[config.mk]
export PLATFORM = sky130hd
export DESIGN_NAME = axi_bridge
export DESIGN_NICKNAME = d
export VERILOG_FILES = /design/src/mem_pkg.sv /design/src/axi_bridge.sv
export SDC_FILE = /design/constraint.sdc
export NUM_CORES = 1
export LEC_CHECK = 0
export ABC_AREA = 1
export BUFFER_PORTS_ARGS = -buffer_cell sky130_fd_sc_hd__buf_2
export CORE_AREA = 2 2 123 125
export CTS_BUF_LIST = sky130_fd_sc_hd__clkbuf_2
export DETAILED_ROUTE_END_ITERATION = 8
export DIE_AREA = 0 0 125 127
export PLACE_DENSITY = 0.65
export SLEW_MARGIN = 20
export SYNTH_ARGS = -nofsm -noshare
export SYNTH_HDL_FRONTEND = slang
export SYNTH_SLANG_ARGS = --single-unit
export TNS_END_PERCENT = 5
[constraint.sdc]
create_clock -name clk -period 2.1 [get_ports clk]
set_input_delay 0 -clock clk [delete_from_list [all_inputs] [get_ports clk]]
set_output_delay 0 -clock clk [all_outputs]
set_load 0.01 [all_outputs]
[src/mem_pkg.sv]
// cache to axi memory path: bus widths, burst limit and channel payload structs
package mem_pkg;

    localparam int addr_w    = 32;
    localparam int data_w    = 32;
    localparam int strb_w    = data_w / 8;   // one bit per byte lane
    localparam int max_beats = 16;           // longest burst the cache issues

    typedef logic [7:0] len_t;               // beats minus one

    typedef struct packed {
        logic [addr_w-1:0] addr;             // word aligned
        len_t              len;
    } cache_rd_req_t;

    typedef struct packed {
        logic [addr_w-1:0] addr;
        len_t              len;
    } cache_wr_req_t;

    typedef struct packed {
        logic [data_w-1:0] data;
        logic [strb_w-1:0] strb;
        logic              last;
    } wr_beat_t;

    typedef struct packed {
        logic [data_w-1:0] data;
        logic              last;
    } rd_beat_t;

    // ar and aw share one layout
    typedef struct packed {
        logic [addr_w-1:0] addr;
        len_t              len;
    } axi_a_t;

    typedef struct packed {
        logic [data_w-1:0] data;
        logic [strb_w-1:0] strb;
        logic              last;
    } axi_w_t;

    typedef struct packed {
        logic [data_w-1:0] data;
        logic [1:0]        resp;
        logic              last;
    } axi_r_t;

endpackage

[src/axi_bridge.sv]
// data cache refill and write-back port to axi4, separate read and write FSMs
module axi_bridge (
    input  logic                  clk,
    input  logic                  rstn,
    input  logic                  rd_req_valid,
    input  mem_pkg::cache_rd_req_t rd_req,
    output logic                  rd_beat_valid,
    output mem_pkg::rd_beat_t     rd_beat,
    input  logic                  wr_req_valid,
    input  mem_pkg::cache_wr_req_t wr_req,
    input  logic                  wr_beat_valid,
    input  mem_pkg::wr_beat_t     wr_beat,
    output logic                  wr_beat_ready,
    output logic                  wr_done_valid,
    input  logic                  wr_done_ready,
    output logic                  ar_valid,
    output mem_pkg::axi_a_t       ar,
    input  logic                  ar_ready,
    input  logic                  r_valid,
    input  mem_pkg::axi_r_t       r,
    output logic                  r_ready,
    output logic                  aw_valid,
    output mem_pkg::axi_a_t       aw,
    input  logic                  aw_ready,
    output logic                  w_valid,
    output mem_pkg::axi_w_t       w,
    input  logic                  w_ready,
    input  logic                  b_valid,
    output logic                  b_ready
);
    typedef enum logic [1:0] {rd_idle, rd_addr, rd_beats} rd_state_t;
    typedef enum logic [1:0] {wr_idle, wr_addr, wr_beats, wr_resp} wr_state_t;

    rd_state_t rd_state, rd_next;
    wr_state_t wr_state, wr_next;

    always_ff @(posedge clk) begin
        if (!rstn) begin
            rd_state <= rd_idle;
            wr_state <= wr_idle;
        end else begin
            rd_state <= rd_next;
            wr_state <= wr_next;
        end
    end

    // request captured on leaving idle, the cache may drop it afterwards
    always_ff @(posedge clk) begin
        if (rd_state == rd_idle && rd_req_valid) begin
            ar.addr <= rd_req.addr;
            ar.len  <= rd_req.len;
        end
        if (wr_state == wr_idle && wr_req_valid) begin
            aw.addr <= wr_req.addr;
            aw.len  <= wr_req.len;
        end
    end

    always_comb begin
        rd_next = rd_state;
        case (rd_state)
            rd_idle:  if (rd_req_valid) rd_next = rd_addr;
            rd_addr:  if (ar_ready) rd_next = rd_beats;
            rd_beats: if (r_valid && r.last) rd_next = rd_idle;
            default:  rd_next = rd_idle;
        endcase
    end

    always_comb begin
        wr_next = wr_state;
        case (wr_state)
            wr_idle:  if (wr_req_valid) wr_next = wr_addr;
            wr_addr:  if (aw_ready) wr_next = wr_beats;
            wr_beats: if (w_valid && w_ready && w.last) wr_next = wr_resp;
            wr_resp:  if (b_valid && b_ready) wr_next = wr_idle;
            default:  wr_next = wr_idle;
        endcase
    end

    // read side, no stall toward the cache
    assign ar_valid      = (rd_state == rd_addr);
    assign r_ready       = (rd_state == rd_beats);
    assign rd_beat_valid = r_ready && r_valid;
    assign rd_beat.data  = r.data;
    assign rd_beat.last  = r.last;

    // write side, beats pass straight through in the data state
    assign aw_valid      = (wr_state == wr_addr);
    assign w_valid       = (wr_state == wr_beats) && wr_beat_valid;
    assign wr_beat_ready = (wr_state == wr_beats) && w_ready;
    assign w.data        = wr_beat.data;
    assign w.strb        = wr_beat.strb;
    assign w.last        = wr_beat.last;

    assign b_ready       = (wr_state == wr_resp) && wr_done_ready;
    assign wr_done_valid = (wr_state == wr_resp) && b_valid;   // held by the slave

endmodule

==> results.tsv <==
stage	metric	value	unit
sta	endpoints failing setup	0	
detailed_routing	WL/cell	16.0	um
sta	final worst-path setup slack	0.243	ns
floorplan	die footprint	15900	sq um
detailed_routing	number of iterations in the first detailed-routing pass	4	
synthesis	syn_nets	381	
layout	commonest non-fill, non-tap cell in the layout	buf_2	
grt	first-pass GRT wire length	13.9	mm
synthesis	Yosys cell types	14	
power	Net Sw Frac	29.1	%
sta	final slew viol count	0	
detailed_routing	Routed Antenna Nets	0	
floorplan	I/O pin count	321	
placed_design	DP HPWL	7.49	mm
sta	Hold Fails Final Rpt	0	
layout	share of cells above drive strength 1	47.3	%
sta	final hold slack	0.00000393	ns
synthesis	syn_area_per_cell	15.5	sq um
setup_path	Buffers & Inverters on Critical Path	2	
clocking	Worst-Skew Late Latency	0.52	ns
grt	initial antenna violation count	1	
clocking	total CTS buffers	9	
clocking	H-tree levels	3	
clocking	total setup buffers inserted after CTS	0	
synthesis	Synth Instances	213	
sta	fmax	539	MHz
flow_run	Max Cap Violations	0	
floorplan	row cnt	44	
power	Combinational Power Share	23.6	%
power	P_leak	2.20	nW
run_status	status	completed	
clocking	clk buf depth	2	
setup_path	setup slack, reg-to-reg	0.24	ns
layout	nets	596	
sta	period utilisation layout	88.4	%
clocking	CTS tree	done	
sta	relative max-transition margin	67.5	%
detailed_routing	DR iter-0 viols	72	
setup_path	Reg2Reg Launch Point	wr_state[1]$_SDFFE_PN0P_	
synthesis	Synth Cell Area	3290	sq um
setup_path	Crit path largest cell delay	0.55	ns
detailed_routing	# DRC	0	
detailed_routing	final WL	9.88	mm
floorplan	die width	125	um
layout	Synth-to-Final Area Change	51.2	%
layout	Layout fillers	1416	
synthesis	sequential share of the synthesized area	75.4	%
power	P_sw	1.19	mW
hold_path	HP Class	input port to output pin	
clocking	clk sinks	84	
floorplan	Starting Density	22.8	%
setup_path	Max stage delay cell, worst path	dlygate4sd3_1	
floorplan	die height	127	um
hold_path	Hold Path Origin	r[10]	
placed_design	PortBufs	182	
floorplan	Core Box Area	14400	sq um
setup_path	WS Path Type	register to register	
layout	highest-count cells in the layout ignoring fill and taps	buf_2, dlygate4sd3_1, edfxtp_1	
sta	min Tclk post-route	1.86	ns
grt	largest net degree at the start of global routing	41	
power	power per cell area	821	nW/um^2
placed_design	gp weighted congestion	0.749	
detailed_routing	Via density	3.71	
hold_path	Hold EP	rd_beat[8]	
setup_path	CP Max Fanout	4	
clocking	Root Buffer	clkbuf_2	
power	sequential share of power	54.0	%
detailed_routing	vias	2295	
hold_path	Hold Path Stages	0	
clocking	clock transition at the registers of the reported paths	0.27	ns
power	clock power share	22.4	%
setup_path	CP Data Arrival Time	2.33	ns
sta	clk_skew	0.0285	ns
power	P_int	2.90	mW
synthesis	Synth Warn #	0	
sta	setup TNS	0	ns
power	VDD IR max	0.281	mV
synthesis	register bit total from synthesis	84	
setup_path	delay-heaviest family, CP	buffers and inverters	
setup_path	worst-path cell chain	inv_1, ha_1, nand2_1, nand2_2, nor2_1, nand3_1, nand2_1, dlygate4sd3_1, nor2_1	
setup_path	crit end category	register	
grt	All-Layer GR Usage	11.8	%
sta	Worst-Margin Slew	0.487	ns
placed_design	pre-CTS setup slack	0.702	ns
grt	vias in the first global route	2392	
setup_path	Worst R2R Path Depth	9	
sta	RSZ-0062 raised after global routing	false	
setup_path	required time of the worst setup path	2.57	ns
setup_path	startpoint class of the critical path	register	
grt	grt ovf	0	
setup_path	R2R Path End	wr_state[1]$_SDFFE_PN0P_	
power by group through the flow:
stage	logic, mW	clock network (mW)	registers, mW
final	0.965	0.918	2.21
after floorplan	0.383	0	2.38
after global routing	1.05	1.03	2.23
after detailed placement	0.808	0	2.25
after CTS	0.983	0.972	2.21
after global placement	0.784	0	2.24
final cells by class:
type,instances,area [sq um],share of cell area (%)
clock inverter,7,95.1,1.91
multi-input combinational,41,218,4.37
tap,184,230,4.62
timing repair buffer,274,1840,36.9
clock buffer,9,45.0,0.905
sequential,84,2480,49.8
antenna,1,2.50,0.0503
inverter,18,67.6,1.36
worst max-delay path by stage:
| stage | startpoint | to | slack [ns] | depth (start not counted) |
|---|---|---|---|---|
| 6_report | wr_state[1]$_SDFFE_PN0P_ | wr_state[1]$_SDFFE_PN0P_ | 0.24 | 9 |
| 5_1_grt | wr_state[1]$_SDFFE_PN0P_ | wr_state[1]$_SDFFE_PN0P_ | 0.09 | 9 |
| 4_1_cts | wr_state[1]$_SDFFE_PN0P_ | wr_state[1]$_SDFFE_PN0P_ | 0.23 | 9 |
| 3_5_place_dp | rd_state[1]$_SDFFE_PN0P_ | ar[25]$_DFFE_PP_ | 0.70 | 4 |
| 3_3_place_gp | rd_state[1]$_SDFFE_PN0P_ | ar[35]$_DFFE_PP_ | 0.74 | 4 |
| 2_1_floorplan | wr_state[0]$_SDFFE_PN0P_ | aw[0]$_DFFE_PP_ | 0.30 | 4 |
what timing repair did:
action                    4_1_cts  5_1_grt
resized for setup               0        0
hold endpoints to repair      105        0
hold buffers                   90        0
Yosys cell counts, drive strengths merged:
| library cell | n | share of area (%) |
|---|---|---|
| a31oi | 1 | 0.19 |
| edfxtp | 80 | 73 |
| inv | 18 | 2.1 |
| a21oi | 3 | 0.57 |
| ha | 5 | 1.9 |
| nand3 | 2 | 0.30 |
| nor2 | 11 | 1.4 |
| dfxtp | 4 | 2.4 |
| buf | 70 | 16 |
| nand2 | 19 | 2.2 |
kinds of logic (layout without fill, tap and decap cells):
logic type                 Yosys count  count (layout)  share of synthesized area (%)
buffers and inverters               88             308                           18.0
and+or+nand+nor                     32              32                           3.95
DFF                                 84              84                           75.4
other                                0               1                              0
AOI/OAI and AO/OA                    4               4                          0.760
adders and majority gates            5               5                           1.90
sequential cells by signal, summed over array words and instances (netlist names):
register / count
ar: 40
aw: 40
rd_state: 2
wr_state: 2
per-layer routing:
layer  wire length (um)  share of wire [%]  vias to the layer above  track usage (%)
met1               2930                 30                     1017             9.72
met5                  0                  0                        -                0
met3               1040                 11                       39             4.44
met2               5520                 56                      162             23.5
met4                391                4.0                        0             7.19
li1                   -                  -                     1077                -
metrics by stage:
stage | power [mW] | std cells | area, sq um | util (%)
2_1_floorplan | 2.76 | 213 | 3290 | -
3_3_place_gp | 3.02 | 511 | 3940 | 27.3
3_5_place_dp | 3.06 | 511 | 3940 | 27.3
4_1_cts | 4.16 | 617 | 4980 | 34.5
5_1_grt | 4.32 | 618 | 4980 | 34.5
6_report | 4.09 | 618 | 4980 | 34.5
No activity file was read; power rests on OpenSTA's default activity.
